File: src/pll_ctrl_pkg.sv
// PLL control package with the register map, field positions, defaults, sequencer limits and test map
package pll_ctrl_pkg;

    // APB bus
    localparam int addr_w = 10;
    localparam int data_w = 32;

    // Local register addresses
    localparam logic [addr_w-1:0] addr_ctrl   = 10'h000;
    localparam logic [addr_w-1:0] addr_gs_cnt = 10'h001;
    localparam logic [addr_w-1:0] addr_en_cnt = 10'h002;
    localparam logic [addr_w-1:0] addr_div_pr = 10'h003;
    localparam logic [addr_w-1:0] addr_div_fb = 10'h004;
    localparam logic [addr_w-1:0] addr_id     = 10'h005;
    localparam logic [addr_w-1:0] addr_lock   = 10'h006;

    // Upper half of the address space goes to the PLL test bus
    localparam int                test_space_bit = 9;
    localparam logic [addr_w-1:0] test_addr_max  = 10'h20C;

    // Control register fields
    localparam int ctrl_bypass_bit = 0;
    localparam int ctrl_enp_bit    = 4;
    localparam int ctrl_enr_bit    = 5;
    localparam int ctrl_gear_bit   = 7;

    // Divider values after reset
    localparam logic [3:0] default_divvcop = 4'h0;
    localparam logic [3:0] default_divvcor = 4'h0;
    localparam logic [6:0] default_fbdiv   = 7'h10; // Feedback x16
    localparam logic [5:0] default_p       = 6'h03;
    localparam logic [5:0] default_r       = 6'h01;
    localparam logic [4:0] default_prediv  = 5'h00;

    localparam logic [data_w-1:0] id_word = 32'h534E_504C; // "SNPL"

    // Startup sequencer
    localparam int               cnt_w         = 16;
    localparam logic [cnt_w-1:0] gear_cycles   = 16'd16000;
    localparam logic [cnt_w-1:0] enable_cycles = 16'd10000;

    // PLL test register bus
    localparam int                    test_sel_w       = 5;
    localparam int                    test_data_w      = 8;
    localparam int                    test_off_w       = 4;
    localparam int                    test_cnt_w       = 3;
    localparam logic [test_cnt_w-1:0] test_wait_cycles = 3'd3;
    localparam int                    test_entries     = 13;

    // Offset from 0x200 to the macro's test select
    localparam logic [test_sel_w-1:0] test_map [test_entries] = '{
        5'h00, 5'h01, 5'h02, 5'h03, 5'h04,       // Core registers
        5'h10, 5'h11, 5'h12, 5'h13,
        5'h14, 5'h15, 5'h16, 5'h17               // Upper bank
    };

endpackage

File: src/pll_apb_regs.sv
`timescale 1ns/1ps
// PLL APB register block that decodes accesses, holds the dividers and forwards control and test traffic
module pll_apb_regs (
    input  logic                                 ref_clk,
    input  logic                                 resetn,
    input  logic                                 psel,
    input  logic [pll_ctrl_pkg::addr_w-1:0]      paddr,
    input  logic                                 penable,
    input  logic [2:0]                           pprot,
    input  logic [3:0]                           pstrb,
    input  logic                                 pwrite,
    input  logic [pll_ctrl_pkg::data_w-1:0]      pwdata,
    output logic [pll_ctrl_pkg::data_w-1:0]      prdata,
    output logic                                 pready,
    output logic                                 pslverr,
    output logic [3:0]                           divvcop,
    output logic [3:0]                           divvcor,
    output logic [6:0]                           fbdiv,
    output logic [5:0]                           p,
    output logic [5:0]                           r,
    output logic [4:0]                           prediv,
    output logic                                 ctrl_wr,
    output logic [3:0]                           ctrl_wdata,     // {gear, enr, enp, bypass}
    input  logic                                 bypass,
    input  logic                                 enp,
    input  logic                                 enr,
    input  logic                                 gear_shift,
    input  logic [pll_ctrl_pkg::cnt_w-1:0]       gs_count,
    input  logic [pll_ctrl_pkg::cnt_w-1:0]       en_count,
    input  logic                                 lock_status,
    output logic                                 test_start,
    output logic                                 test_write,
    output logic [pll_ctrl_pkg::test_off_w-1:0]  test_offset,
    output logic [pll_ctrl_pkg::test_data_w-1:0] test_wdata,
    input  logic                                 test_done,
    input  logic [pll_ctrl_pkg::test_data_w-1:0] test_rdata
);

    typedef enum logic [1:0] {
        st_idle,
        st_local,
        st_test_wait,
        st_respond
    } state_t;

    state_t                          state;
    logic                            is_test;
    logic                            test_ok;
    logic                            local_ok;
    logic                            local_err;
    logic                            local_wr;
    logic [pll_ctrl_pkg::data_w-1:0] rd_word;

    assign is_test  = paddr[pll_ctrl_pkg::test_space_bit];
    assign test_ok  = is_test && (paddr <= pll_ctrl_pkg::test_addr_max);
    assign local_ok = !is_test && (paddr <= pll_ctrl_pkg::addr_lock);

    // Bad test addresses also land here and fail as undefined
    always_comb begin
        local_err = !local_ok;
        if (pwrite) begin
            if (paddr == pll_ctrl_pkg::addr_gs_cnt || paddr == pll_ctrl_pkg::addr_en_cnt) begin
                local_err = 1'b1;                 // Counters are read only
            end
            if (paddr == pll_ctrl_pkg::addr_ctrl && !pstrb[0]) begin
                local_err = 1'b1;
            end
        end
    end

    assign local_wr = (state == st_local) && pwrite && !local_err;

    // Test port request taken straight from the held APB address phase
    assign test_start  = (state == st_idle) && psel && test_ok;
    assign test_write  = pwrite;
    assign test_offset = paddr[pll_ctrl_pkg::test_off_w-1:0];
    assign test_wdata  = pwdata[pll_ctrl_pkg::test_data_w-1:0];

    always_ff @(posedge ref_clk or negedge resetn) begin
        if (!resetn) begin
            state   <= st_idle;
            pready  <= 1'b0;
            pslverr <= 1'b0;
            ctrl_wr <= 1'b0;
        end else begin
            pready  <= 1'b0;
            ctrl_wr <= 1'b0;
            case (state)
                st_idle: begin
                    if (psel) begin
                        state <= test_ok ? st_test_wait : st_local;
                    end
                end
                st_local: begin
                    pready  <= 1'b1;
                    pslverr <= local_err;
                    ctrl_wr <= local_wr && (paddr == pll_ctrl_pkg::addr_ctrl);
                    state   <= st_respond;
                end
                st_test_wait: begin
                    if (test_done) begin
                        pready  <= 1'b1;
                        pslverr <= 1'b0;
                        state   <= st_respond;
                    end
                end
                default: state <= st_idle;    // Respond cycle with pready up
            endcase
        end
    end

    always_ff @(posedge ref_clk) begin
        if (state == st_local) begin
            prdata <= rd_word;
        end else if (state == st_test_wait && test_done) begin
            prdata <= {{(pll_ctrl_pkg::data_w - pll_ctrl_pkg::test_data_w){1'b0}}, test_rdata};
        end
        if (local_wr && paddr == pll_ctrl_pkg::addr_ctrl) begin
            ctrl_wdata <= {pwdata[pll_ctrl_pkg::ctrl_gear_bit], pwdata[pll_ctrl_pkg::ctrl_enr_bit],
                           pwdata[pll_ctrl_pkg::ctrl_enp_bit], pwdata[pll_ctrl_pkg::ctrl_bypass_bit]};
        end
    end

    // Divider registers with per-byte strobes
    always_ff @(posedge ref_clk or negedge resetn) begin
        if (!resetn) begin
            divvcop <= pll_ctrl_pkg::default_divvcop;
            divvcor <= pll_ctrl_pkg::default_divvcor;
            fbdiv   <= pll_ctrl_pkg::default_fbdiv;
            p       <= pll_ctrl_pkg::default_p;
            r       <= pll_ctrl_pkg::default_r;
            prediv  <= pll_ctrl_pkg::default_prediv;
        end else if (local_wr) begin
            if (paddr == pll_ctrl_pkg::addr_div_pr) begin
                if (pstrb[0]) r       <= pwdata[5:0];
                if (pstrb[1]) divvcor <= pwdata[11:8];
                if (pstrb[2]) p       <= pwdata[21:16];
                if (pstrb[3]) divvcop <= pwdata[27:24];
            end
            if (paddr == pll_ctrl_pkg::addr_div_fb) begin
                if (pstrb[0]) fbdiv  <= pwdata[6:0];
                if (pstrb[1]) prediv <= pwdata[12:8];   // Upper bytes are ignored
            end
        end
    end

    // Read data is zero for anything undefined
    always_comb begin
        rd_word = '0;
        case (paddr)
            pll_ctrl_pkg::addr_ctrl: begin
                rd_word[pll_ctrl_pkg::ctrl_bypass_bit] = bypass;
                rd_word[pll_ctrl_pkg::ctrl_enp_bit]    = enp;
                rd_word[pll_ctrl_pkg::ctrl_enr_bit]    = enr;
                rd_word[pll_ctrl_pkg::ctrl_gear_bit]   = gear_shift;
            end
            pll_ctrl_pkg::addr_gs_cnt: rd_word[pll_ctrl_pkg::cnt_w-1:0] = gs_count;
            pll_ctrl_pkg::addr_en_cnt: rd_word[pll_ctrl_pkg::cnt_w-1:0] = en_count;
            pll_ctrl_pkg::addr_div_pr: rd_word = {4'b0, divvcop, 2'b0, p, 4'b0, divvcor, 2'b0, r};
            pll_ctrl_pkg::addr_div_fb: rd_word = {19'b0, prediv, 1'b0, fbdiv};
            pll_ctrl_pkg::addr_id:     rd_word = pll_ctrl_pkg::id_word;
            pll_ctrl_pkg::addr_lock:   rd_word[0] = lock_status;
            default: ;
        endcase
    end

    // One-cycle ready so a master never sees one response twice
    a_pready_pulse: assert property (@(posedge ref_clk) disable iff (!resetn)
        pready |=> !pready)
        else $error("pready high for two cycles");

endmodule

File: src/pll_ctrl_top.sv
`timescale 1ns/1ps
// PLL control top level joining the APB register block, startup sequencer and test port
module pll_ctrl_top (
    input  logic                                 ref_clk,
    input  logic                                 resetn,
    // APB
    input  logic                                 psel,
    input  logic [pll_ctrl_pkg::addr_w-1:0]      paddr,
    input  logic                                 penable,
    input  logic [2:0]                           pprot,
    input  logic [3:0]                           pstrb,
    input  logic                                 pwrite,
    input  logic [pll_ctrl_pkg::data_w-1:0]      pwdata,
    output logic [pll_ctrl_pkg::data_w-1:0]      prdata,
    output logic                                 pready,
    output logic                                 pslverr,
    // PLL macro control
    output logic [3:0]                           divvcop,
    output logic [3:0]                           divvcor,
    output logic [6:0]                           fbdiv,
    output logic [5:0]                           p,
    output logic [5:0]                           r,
    output logic [4:0]                           prediv,
    output logic                                 bypass,
    output logic                                 enp,
    output logic                                 enr,
    output logic                                 gear_shift,
    input  logic                                 pll_lock,
    // PLL macro test bus
    output logic [pll_ctrl_pkg::test_sel_w-1:0]  test_sel,
    output logic                                 test_wr_en,
    output logic                                 test_rd_en,
    output logic [pll_ctrl_pkg::test_data_w-1:0] test_data_in,
    input  logic [pll_ctrl_pkg::test_data_w-1:0] test_data_out
);

    // Register block to sequencer
    logic                                 ctrl_wr;
    logic [3:0]                           ctrl_wdata;
    logic [pll_ctrl_pkg::cnt_w-1:0]       gs_count;
    logic [pll_ctrl_pkg::cnt_w-1:0]       en_count;
    logic                                 lock_status;

    // Register block to test port
    logic                                 test_start;
    logic                                 test_write;
    logic [pll_ctrl_pkg::test_off_w-1:0]  test_offset;
    logic [pll_ctrl_pkg::test_data_w-1:0] test_wdata;
    logic                                 test_done;
    logic [pll_ctrl_pkg::test_data_w-1:0] test_rdata;

    // Port names match the nets above one to one
    pll_apb_regs pll_apb_regs_inst (.*);

    pll_startup_seq pll_startup_seq_inst (.*);

    pll_test_port pll_test_port_inst (.*);

endmodule

File: src/pll_startup_seq.sv
`timescale 1ns/1ps
// PLL startup sequencer that runs gear shift, then output enables, and captures lock
module pll_startup_seq (
    input  logic                           ref_clk,
    input  logic                           resetn,
    input  logic                           ctrl_wr,
    input  logic [3:0]                     ctrl_wdata,  // {gear, enr, enp, bypass}
    input  logic                           pll_lock,
    output logic                           bypass,
    output logic                           enp,
    output logic                           enr,
    output logic                           gear_shift,
    output logic [pll_ctrl_pkg::cnt_w-1:0] gs_count,
    output logic [pll_ctrl_pkg::cnt_w-1:0] en_count,
    output logic                           lock_status
);

    logic gs_done;
    logic en_done;
    logic en_wait;

    assign gs_done = (gs_count == pll_ctrl_pkg::gear_cycles);
    assign en_done = (en_count == pll_ctrl_pkg::enable_cycles);
    assign en_wait = !gear_shift && !(enp && enr);  // Gear released and outputs not both on

    // Counters stop at their limits and keep the value for readback
    always_ff @(posedge ref_clk or negedge resetn) begin
        if (!resetn) begin
            gs_count <= '0;
            en_count <= '0;
        end else begin
            if (gear_shift && !gs_done) begin
                gs_count <= gs_count + 1'b1;
            end
            if (en_wait && !en_done) begin
                en_count <= en_count + 1'b1;
            end
        end
    end

    // A register write wins over the automatic sequence
    always_ff @(posedge ref_clk or negedge resetn) begin
        if (!resetn) begin
            bypass     <= 1'b0;
            enp        <= 1'b0;
            enr        <= 1'b0;
            gear_shift <= 1'b1;         // Fast locking right after reset
        end else if (ctrl_wr) begin
            bypass     <= ctrl_wdata[0];
            enp        <= ctrl_wdata[1];
            enr        <= ctrl_wdata[2];
            gear_shift <= ctrl_wdata[3];
        end else if (gear_shift && gs_done) begin
            gear_shift <= 1'b0;
        end else if (en_wait && en_done) begin
            enp <= 1'b1;
            enr <= 1'b1;
        end
    end

    // Lock is only meaningful with an output running
    always_ff @(posedge ref_clk or negedge resetn) begin
        if (!resetn) begin
            lock_status <= 1'b0;
        end else if (enp || enr) begin
            lock_status <= pll_lock;
        end
    end

    // Enables follow gear release unless software forces them
    a_enp_after_gear: assert property (@(posedge ref_clk) disable iff (!resetn)
        (!enp && gear_shift && !ctrl_wr) |=> !enp)
        else $error("enp rose while gear_shift was high");

endmodule

File: src/pll_test_port.sv
`timescale 1ns/1ps
// PLL test port bridge that maps test offsets to selects and times the slow test bus access
module pll_test_port (
    input  logic                                 ref_clk,
    input  logic                                 resetn,
    input  logic                                 test_start,
    input  logic                                 test_write,
    input  logic [pll_ctrl_pkg::test_off_w-1:0]  test_offset,
    input  logic [pll_ctrl_pkg::test_data_w-1:0] test_wdata,
    input  logic [pll_ctrl_pkg::test_data_w-1:0] test_data_out,
    output logic                                 test_done,
    output logic [pll_ctrl_pkg::test_data_w-1:0] test_rdata,
    output logic [pll_ctrl_pkg::test_sel_w-1:0]  test_sel,
    output logic                                 test_wr_en,
    output logic                                 test_rd_en,
    output logic [pll_ctrl_pkg::test_data_w-1:0] test_data_in
);

    logic [pll_ctrl_pkg::test_cnt_w-1:0] wait_cnt;
    logic                                busy;

    assign busy = test_wr_en || test_rd_en;

    // Last cycle of the enable window
    assign test_done = busy && (wait_cnt == pll_ctrl_pkg::test_wait_cycles);

    always_ff @(posedge ref_clk or negedge resetn) begin
        if (!resetn) begin
            test_wr_en <= 1'b0;
            test_rd_en <= 1'b0;
            wait_cnt   <= '0;
        end else if (test_start) begin
            test_wr_en <= test_write;
            test_rd_en <= !test_write;
            wait_cnt   <= '0;
        end else if (test_done) begin
            test_wr_en <= 1'b0;
            test_rd_en <= 1'b0;
            wait_cnt   <= '0;
        end else if (busy) begin
            wait_cnt <= wait_cnt + 1'b1;
        end
    end

    // Select and data stay stable for the whole access
    always_ff @(posedge ref_clk) begin
        if (test_start) begin
            if (test_offset < pll_ctrl_pkg::test_entries) begin
                test_sel <= pll_ctrl_pkg::test_map[test_offset];
            end else begin
                test_sel <= '0;
            end
            test_data_in <= test_wdata;
        end
        if (test_rd_en) begin
            test_rdata <= test_data_out;   // Macro output has settled by the done cycle
        end
    end

    a_single_enable: assert property (@(posedge ref_clk) disable iff (!resetn)
        !(test_wr_en && test_rd_en))
        else $error("test write and read enables both high");

endmodule

File: config.mk
export PLATFORM = sky130hd
export DESIGN_NAME = pll_ctrl_top
export DESIGN_NICKNAME = d
export VERILOG_FILES = /design/src/pll_ctrl_pkg.sv /design/src/pll_apb_regs.sv /design/src/pll_ctrl_top.sv /design/src/pll_startup_seq.sv /design/src/pll_test_port.sv
export SDC_FILE = /design/constraint.sdc
export NUM_CORES = 1
export LEC_CHECK = 0
export BUFFER_PORTS_ARGS = -buffer_cell sky130_fd_sc_hd__buf_2
export CAP_MARGIN = 0
export CORE_ASPECT_RATIO = 1.5
export CORE_MARGIN = 4
export CORE_UTILIZATION = 30
export DETAILED_ROUTE_END_ITERATION = 12
export RECOVER_POWER = 100
export SETUP_SLACK_MARGIN = 0.05
export SLEW_MARGIN = 15
export SYNTH_ARGS = -nofsm -noshare
export SYNTH_HDL_FRONTEND = slang
export SYNTH_SLANG_ARGS = --single-unit
File: constraint.sdc
create_clock -name ref_clk -period 2.35 [get_ports ref_clk]
set_input_delay 0.1175 -clock ref_clk [delete_from_list [all_inputs] [get_ports ref_clk]]
set_output_delay 0.1175 -clock ref_clk [all_outputs]
set_load 0.005 [all_outputs]
==> flow_summary.toml, run 1 <==
[finish]
post-route-util_pct = 40.55
seq_area_sq_mm = 0.003515
fin_cells = 936
drive_gt1_share_pct = 23.97
area_growth_pct = 32.04
fin_area_sq_mm = 0.007833
multi_input_area_sq_mm = 0.002207
fillerInstances = 1857
antenna_cells = 0
final_nets = 744

[timing]
fin_skew_ns = 0.008188
hold_slack_ns = 0.09791
worst_slack_ns = 0.2578
hold_viol = 0
period_minus_slack_ns = 2.092
rsz0062_at_grt = "false"
tightestPinTransition_ns = 1.065
setup_viol = 0
fin_crit_sh_pct = 89.03
setup-tns-final_ns = 0
fmax_mhz = 478.0
report.final.slew_viol_count = 0
max_slew_margin_pct = 29.00

[critical_path]
max_stage_delay_ns = 0.61
cp_top_family = "compound AO/OA/AOI/OAI gates"
startpoint_type = "flop"
cp.required_ns = 2.64
slowest_stage = "o41ai_2"
crit_type = "reg -> reg"
arrival_ns = 2.39
cp.buffers_inverters = 0
crit_path_cell_trace = "or4b_1, o41ai_2, mux2_4"
cp_max_fo = 6
critical_path.endpoint_type = "flop"

[logic_synthesis]
yosysMostFrequentCell = "dfrtp_1"
synth_top_cell_by_area = "dfrtp_1"
yosys_most_used_dff = "dfrtp_1"
ys_seq_elements = 130
ys_top_cells_by_area = "dfrtp_1 31%, edfxtp_1 26%, mux2_2 6.6%, xnor2_1 3.7%, ha_1 3.0%"
synth_area_per_cell_sq_um = 12.33
syn_inst = 481
synth_common_cells = "74 x dfrtp_1, 51 x edfxtp_1, 35 x mux2_2"
async_reset_ff_share_pct = 60.77
netlist.area_leader.share_pct = 31.22
synth_area_sq_mm = 0.005932
yosysWarnings = 0
synth.distinct_cells = 58
synth_edf_count = 51
yosysSeqAreaShare_pct = 59.25

[power]
total_leakage_power_nw = 3.366
power.internal_mw = 4.962
p_sw_mw = 1.856
p_seq_share_pct = 42.9
total_power_mw = 6.818
power_frac_comb_pct = 15.5
power_density_mw_per_mm2 = 870.5
switching_share_pct = 27.22
ir_drop_mv = 0.4890
p_clk_share_pct = 41.5

[cts]
numCtsBuffers = 17
clock_sinks = 130
cts_setup_buffers = 0
clk_pin_slew_worst_paths_ns = 0.06
cts_htree_levels = 4
insertion_delay_ns = 0.41
clockRootBuffer = "clkbuf_16"
cts_tree = "yes"
clock_tree.buffer_depth = 2

[drt]
wl_per_cell_microns = 18.03
vias = 4610
route.detailed.drc = 0
antenna_left = 0
wl_microns = 16880
via_per_inst = 4.925
drtIter0Drc = 325
first_pass_iters = 7

[placement]
hpwl_microns = 12630
place_congestion = 0.8388
dp_worst_setup_slack_ns = 0.1840
post_dp_cell_area_sq_mm = 0.007007
numPortBuffers = 130
place_inst = 870

[die]
core_sq_mm = 0.01932
pin_count = 148
die_y_microns = 180.2
start_util_pct = 30.71
rows = 62
dieArea_sq_mm = 0.02213
die-width_microns = 122.8

[grt]
grt_pass1_vias = 4882
antenna_found_initial = 0
grt_overflow = 0
grt_pass1_wl_microns = 26300
grt_usage_pct = 15.53
grt_start_max_net_pins = 41

[run]
max_cap_viol_count = 0

[status]
status = "completed"

[worst_hold_path]
min_path_type = "in -> reg"
-- worst paths after layout --
path	cells after the start	to	start	slack, ns
max	3	pll_startup_seq_inst.gs_count[1]	pll_startup_seq_inst.gs_count[6]	0.26
min	3	pll_apb_regs_inst.ctrl_wr	pstrb[0]	0.1
max reg2reg	3	pll_startup_seq_inst.gs_count[1]	pll_startup_seq_inst.gs_count[6]	0.26
min reg2reg	2	pll_startup_seq_inst.gear_shift	pll_apb_regs_inst.ctrl_wdata[3]	0.46
max in group asynchronous	3	pll_apb_regs_inst.p[0]	resetn	1.06
min in group asynchronous	2	pll_apb_regs_inst.divvcor[1]	resetn	0.43
-- registers in the layout (all words and copies together) (netlist names), 2 cells and up --
signal                           cells
pll_apb_regs_inst.ctrl_wdata         4
pll_apb_regs_inst.divvcop            4
pll_apb_regs_inst.divvcor            4
pll_apb_regs_inst.fbdiv              7
pll_apb_regs_inst.p                  6
pll_apb_regs_inst.prdata            27
pll_apb_regs_inst.prediv             5
pll_apb_regs_inst.r                  6
pll_apb_regs_inst.state              2
pll_startup_seq_inst.en_count       16
pll_startup_seq_inst.gs_count       16
pll_test_port_inst.test_data_in      8
pll_test_port_inst.test_rdata        8
pll_test_port_inst.test_sel          4
pll_test_port_inst.wait_cnt          3
-- repair_timing --
action,in CTS,in global routing
hold endpoints to repair,88,0
hold buffers,34,0
setup endpoints to repair,0,0
gates resized for setup,0,0
-- power groups by stage --
stage | registers, mW | clock network [mW] | logic, mW
finish | 2.93 | 2.83 | 1.06
global placement | 2.95 | 0 | 1.02
global route | 2.96 | 2.99 | 1.18
floorplan | 2.92 | 0 | 0.581
detailed placement | 2.96 | 0 | 1.08
CTS | 2.92 | 2.89 | 1.13
-- area by class of cell --
type | count | share of cell area, %
inverter | 23 | 1.102
clock buffer | 19 | 5.527
clock inverter | 13 | 2.524
multi-input combinational | 307 | 28.18
tap | 256 | 4.089
sequential | 130 | 44.87
timing repair buffer | 188 | 13.71
-- cells in the final DEF (no fill, tap or decap), types with 16 or more instances in the layout --
| cell | instances |
|---|---|
| a21oi_1 | 22 |
| buf_2 | 74 |
| clkbuf_1 | 65 |
| clkbuf_16 | 17 |
| dfrtp_1 | 74 |
| dlygate4sd3_1 | 34 |
| edfxtp_1 | 51 |
| inv_1 | 23 |
| mux2_2 | 35 |
| nand2_1 | 27 |
| nand3_1 | 16 |
| nor2_1 | 22 |
| xnor2_1 | 25 |
-- worst reg2reg max path: cells and delay by family (launching register included) --
family             cells  cell delay, ns
AOI/OAI and AO/OA      1            0.61
and+or+nand+nor        1            0.56
DFF                    1            0.46
muxes                  1            0.35
-- layer usage --
layer / share of wire (%) / vias up / GRT usage, %
li1: - / 2131 / -
met2: 54 / 160 / 27.84
met4: 3.8 / 0 / 7.982
met5: 0 / - / 0
met1: 36 / 2273 / 16.62
met3: 5.7 / 46 / 3.580
-- cell families after synthesis --
| logic type | share of synthesized area (%) |
|---|---|
| simple gates | 13.46 |
| flops | 59.25 |
| compound gates | 8.922 |
| buf+inv | 3.396 |
| mux | 7.235 |
| xor+xnor | 4.725 |
| fa+ha+maj | 2.953 |
| other cells | 0.06322 |
Note: power is estimated with default switching activity, not from simulation.
==> inputs of run 2 (changes only) <==
Settings changed: CTS_BUF_LIST set to sky130_fd_sc_hd__clkbuf_8.
==> run 2 against run 1 <==
- non-clock buffer count unchanged
- die area unchanged
- final cell count unchanged
- clock power down 25%
- via count down 0.41%
- total power down 11%
- worst hold slack worse by 0.036 ns
- cell area down 2.4%
- flip-flop and latch count unchanged
- first-iteration DRC count down 5.8%
- largest power group unchanged
==> flow_summary.toml, run 2 (synthesis results as in run 1) <==
[timing]
rsz0062_at_grt = "false"
fmax_mhz = 476.4
max_slew_margin_pct = 28.74
hold_viol = 0
setup-tns-final_ns = 0
period_minus_slack_ns = 2.099
setup_viol = 0
report.final.slew_viol_count = 0
tightestPinTransition_ns = 1.069
hold_slack_ns = 0.06236
fin_crit_sh_pct = 89.32
fin_skew_ns = 0.01679

[die]
start_util_pct = 30.71
pin_count = 148
die_y_microns = 180.2
rows = 62
core_sq_mm = 0.01932
die-width_microns = 122.8
dieArea_sq_mm = 0.02213

[power]
total_leakage_power_nw = 3.287
power_density_mw_per_mm2 = 796.9
total_power_mw = 6.089
ir_drop_mv = 0.3738

[finish]
biggestRegsByFlops = "pll_apb_regs_inst.prdata (27), pll_startup_seq_inst.en_count (16), pll_startup_seq_inst.gs_count (16)"
regMostFlops = "pll_apb_regs_inst.prdata"
area_growth_pct = 28.81
antenna_cells = 0
drive_gt1_share_pct = 23.97
fillerInstances = 1878
final_nets = 744
layout_common_cells = "74 x buf_2, 74 x dfrtp_1, 63 x clkbuf_1, 51 x edfxtp_1, 35 x mux2_2"
largest_reg_flops = 27

[critical_path]
crit_type = "reg -> reg"
r2r_start = "pll_startup_seq_inst.gs_count[6]"
cp_max_fo = 6
r2r_end = "pll_startup_seq_inst.gs_count[1]"
arrival_ns = 2.41
r2r_cells = 3
critical_path.endpoint_type = "flop"
startpoint_type = "flop"
r2r_slack_ns = 0.25
cp.required_ns = 2.66

[cts]
cts_hold_buf = 34
numCtsBuffers = 17
cts_setup_buffers = 0
cts-resized-gates = 0
clock_tree.buffer_depth = 2
clockRootBuffer = "clkbuf_8"
clock_sinks = 130
insertion_delay_ns = 0.43
cts_htree_levels = 4
cts_tree = "yes"
clk_pin_slew_worst_paths_ns = 0.08

[worst_hold_path]
min_to = "pll_apb_regs_inst.ctrl_wr"
hold_start = "pstrb[0]"
min_path_type = "in -> reg"
hold_path_depth = 3

[drt]
wl_per_cell_microns = 17.87
antenna_left = 0
vias = 4591
route.detailed.drc = 0
wl_microns = 16730
via_per_inst = 4.905
drtIter0Drc = 306
first_pass_iters = 7

[grt]
grt_start_max_net_pins = 41
grt_overflow = 0
grt_usage_pct = 15.38
grt_pass1_wl_microns = 26280
antenna_found_initial = 0
grt_pass1_vias = 4890

[status]
status = "completed"

[run]
max_cap_viol_count = 0

[placement]
place_congestion = 0.8388
hpwl_microns = 12630
numPortBuffers = 130
==> run 2: changes by cell type in the layout (fill, tap and decap cells not counted) <==
cell,previous run,this run
clkbuf_8,0,17
clkbuf_1,65,63
o21ai_1,1,0
inv_1,23,25
o21ai_0,15,16
clkbuf_16,17,0
==> run 2: worst max-delay path by stage <==
stage / end / startpoint / cells after the start
6_report: pll_startup_seq_inst.gs_count[1] / pll_startup_seq_inst.gs_count[6] / 3
5_1_grt: pll_apb_regs_inst.prdata[3] / paddr[0] / 9
4_1_cts: pll_apb_regs_inst.fbdiv[2] / pll_apb_regs_inst.state[1] / 6
3_5_place_dp: pll_apb_regs_inst.divvcop[2] / paddr[0] / 8
3_3_place_gp: pll_apb_regs_inst.divvcop[3] / paddr[0] / 8
2_1_floorplan: pll_apb_regs_inst.r[1] / pll_apb_regs_inst.state[1] / 6
==> run 2: report_power, final <==
| group | internal [mW] | total (mW) | leakage, nW | switching [mW] |
|---|---|---|---|---|
| combinational | 0.444 | 1.06 | 1.52 | 0.615 |
| sequential | 2.71 | 2.92 | 1.54 | 0.202 |
| clock | 1.17 | 2.11 | 0.225 | 0.943 |
| total | 4.33 | 6.09 | 3.29 | 1.76 |
==> run 2: through the flow <==
step	std cells	utilization [%]	setup WS, ns	cell area, sq um
6_report	936	39.56	0.2509	7641
5_1_grt	936	39.56	0.07061	7641
4_1_cts	936	40.31	0.2807	7786
3_5_place_dp	870	36.27	0.1840	7007
3_3_place_gp	870	36.27	0.2318	7007
2_1_floorplan	484	-	0.4605	5943
==> run 2: per-layer routing <==
layer | vias up | global-route usage, % | part of all wire [%]
li1 | 2129 | - | -
met2 | 168 | 27.78 | 54
met3 | 51 | 3.455 | 6.6
met5 | - | 0 | 0
met4 | 0 | 7.220 | 4.2
met1 | 2243 | 16.63 | 36
==> run 2: critical path: stages (launching register included) <==
cell	delay, ns
dfrtp_1	0.46
or4b_1	0.56
o41ai_2	0.61
mux2_4	0.35
==> run 2: final cells by class <==
class                           count  area (sq um)  area share (%)
Clock buffer                       17         234.0           3.062
Clock inverter                     15         205.2           2.685
Inverter                           23         86.33           1.130
Multi-Input combinational cell    307          2207           28.88
Sequential cell                   130          3515           46.00
Tap cell                          256         320.3           4.192
Timing Repair Buffer              188          1074           14.05
==> inputs of run 3 (changes only) <==
--- a/config.mk
+++ b/config.mk
@@ -14,2 +14,4 @@
 export DETAILED_ROUTE_END_ITERATION = 12
+export GPL_ROUTABILITY_DRIVEN = 0
+export PLACE_DENSITY_LB_ADDON = 0.2
 export RECOVER_POWER = 100
--- a/constraint.sdc
+++ b/constraint.sdc
@@ -3,2 +3,2 @@
 set_output_delay 0.1175 -clock ref_clk [all_outputs]
-set_load 0.005 [all_outputs]
+set_load 0.1 [all_outputs]
==> run 3 against run 2 <==
- combinational power grew 120%
- cell area down 0.59%
- clock skew shrank 0.0051 ns
- worst hold slack got worse by 0.026 ns
- die area unchanged
- non-clock buffer count did not move
- critical endpoint is now pll_apb_regs_inst.prdata[13]
==> flow_summary.toml, run 3 (synthesis results as in run 1) <==
[timing]
setup-tns-final_ns = 0
fin_crit_sh_pct = 89.47
rsz0062_at_grt = "false"
report.final.slew_viol_count = 0
period_minus_slack_ns = 2.103
hold_viol = 0
tightestPinTransition_ns = 1.301
fin_skew_ns = 0.01171
max_slew_margin_pct = 13.27
setup_viol = 0
fmax_mhz = 475.6

[critical_path]
r2r_cells = 7
arrival_ns = 2.38
critical_path.endpoint_type = "flop"
cp_max_fo = 15
cp.required_ns = 2.62
crit_type = "reg -> reg"
startpoint_type = "flop"

[cts]
insertion_delay_ns = 0.45
clock_sinks = 130
cts_htree_levels = 4
cts-resized-gates = 0
cts_setup_buffers = 0
clock_tree.buffer_depth = 2
numCtsBuffers = 17
clk_pin_slew_worst_paths_ns = 0.08
clockRootBuffer = "clkbuf_8"
cts_hold_buf = 34
cts_tree = "yes"

[grt]
grt_pass1_vias = 4737
grt_start_max_net_pins = 51
grt_overflow = 0
grt_pass1_wl_microns = 26020
grt_usage_pct = 15.44
antenna_found_initial = 1

[finish]
antenna_cells = 0
biggestRegsByFlops = "pll_apb_regs_inst.prdata (27), pll_startup_seq_inst.en_count (16), pll_startup_seq_inst.gs_count (16)"
area_growth_pct = 28.05
drive_gt1_share_pct = 19.56
final_nets = 744
multi_input_area_sq_mm = 0.002216
fin_cells = 936
largest_reg_flops = 27
fillerInstances = 1930
layout_common_cells = "102 x clkbuf_1, 73 x dfrtp_1, 51 x edfxtp_1, 39 x buf_2, 35 x mux2_2"
seq_area_sq_mm = 0.003516
regMostFlops = "pll_apb_regs_inst.prdata"
layout_commonest_cell = "clkbuf_1"

[worst_hold_path]
min_path_type = "in -> reg"
hold_path_depth = 3

[power]
ir_drop_mv = 0.4213
power_density_mw_per_mm2 = 979.9
total_leakage_power_nw = 3.147

[drt]
via_per_inst = 4.826
first_pass_iters = 6
route.detailed.drc = 0
wl_microns = 16650
wl_per_cell_microns = 17.79
vias = 4517
antenna_left = 0
drtIter0Drc = 244

[placement]
place_inst = 870
numPortBuffers = 130
hpwl_microns = 12580

[die]
core_sq_mm = 0.01932
pin_count = 148
start_util_pct = 30.71
die_y_microns = 180.2
die-width_microns = 122.8
rows = 62
dieArea_sq_mm = 0.02213

[run]
max_cap_viol_count = 0

[status]
status = "completed"
-- run 3: final timing paths --
kind	startpoint	to	slack (ns)
min in group asynchronous	resetn	pll_apb_regs_inst.r[4]	0.51
max in group asynchronous	resetn	pll_startup_seq_inst.lock_status	0.57
worst max-delay path	pll_apb_regs_inst.state[1]	pll_apb_regs_inst.prdata[13]	0.25
worst min register to register	pll_apb_regs_inst.ctrl_wdata[3]	pll_startup_seq_inst.gear_shift	0.48
worst max register to register	pll_apb_regs_inst.state[1]	pll_apb_regs_inst.prdata[13]	0.25
worst min-delay path	pstrb[0]	pll_apb_regs_inst.ctrl_wr	0.04
-- run 3: cell type report --
cell class / instances / share of cell area [%]
Tap cell: 256 / 4.217
Sequential cell: 130 / 46.29
Clock inverter: 14 / 2.685
Multi-Input combinational cell: 307 / 29.17
Clock buffer: 18 / 3.261
Inverter: 23 / 1.137
Timing Repair Buffer: 188 / 13.24
-- run 3: power breakdown --
group | total, mW | switching (mW) | internal (mW)
clock network | 2.14 | 0.940 | 1.20
logic | 2.37 | 1.95 | 0.419
registers | 2.93 | 0.215 | 2.71
-- run 3: worst max-delay path: stages (launching register included) --
cell      delay [ns]
dfrtp_1         0.42
inv_1           0.10
ha_1            0.16
buf_4           0.21
and3_1          0.32
o21ai_1         0.22
clkbuf_1        0.25
nor3_1          0.25
-- run 3: metrics by stage --
stage          hold slack [ns]  util, %  cell area [sq um]  worst slack (ns)  power, mW
5_1_grt                0.01783    39.32               7596           0.09744      7.744
6_report               0.03620    39.32               7596            0.2474      7.443
3_3_place_gp            0.1838    36.22               6997            0.2630      5.305
2_1_floorplan          -0.1781        -               5946            0.1660      4.850
4_1_cts                0.01812    40.32               7789            0.3316      7.573
3_5_place_dp            0.1983    36.22               6997            0.1821      5.367
-- run 3: routing by layer --
metal  vias up  global-route usage, %  wire, microns  share of wire (%)
met5         -                      0              7              0.042
met4         2                  7.713            586                3.5
met3        35                  3.706            786                4.7
met2       146                  26.09           8662                 52
met1      2203                  17.99           6609                 40
li1       2131                      -              -                  -
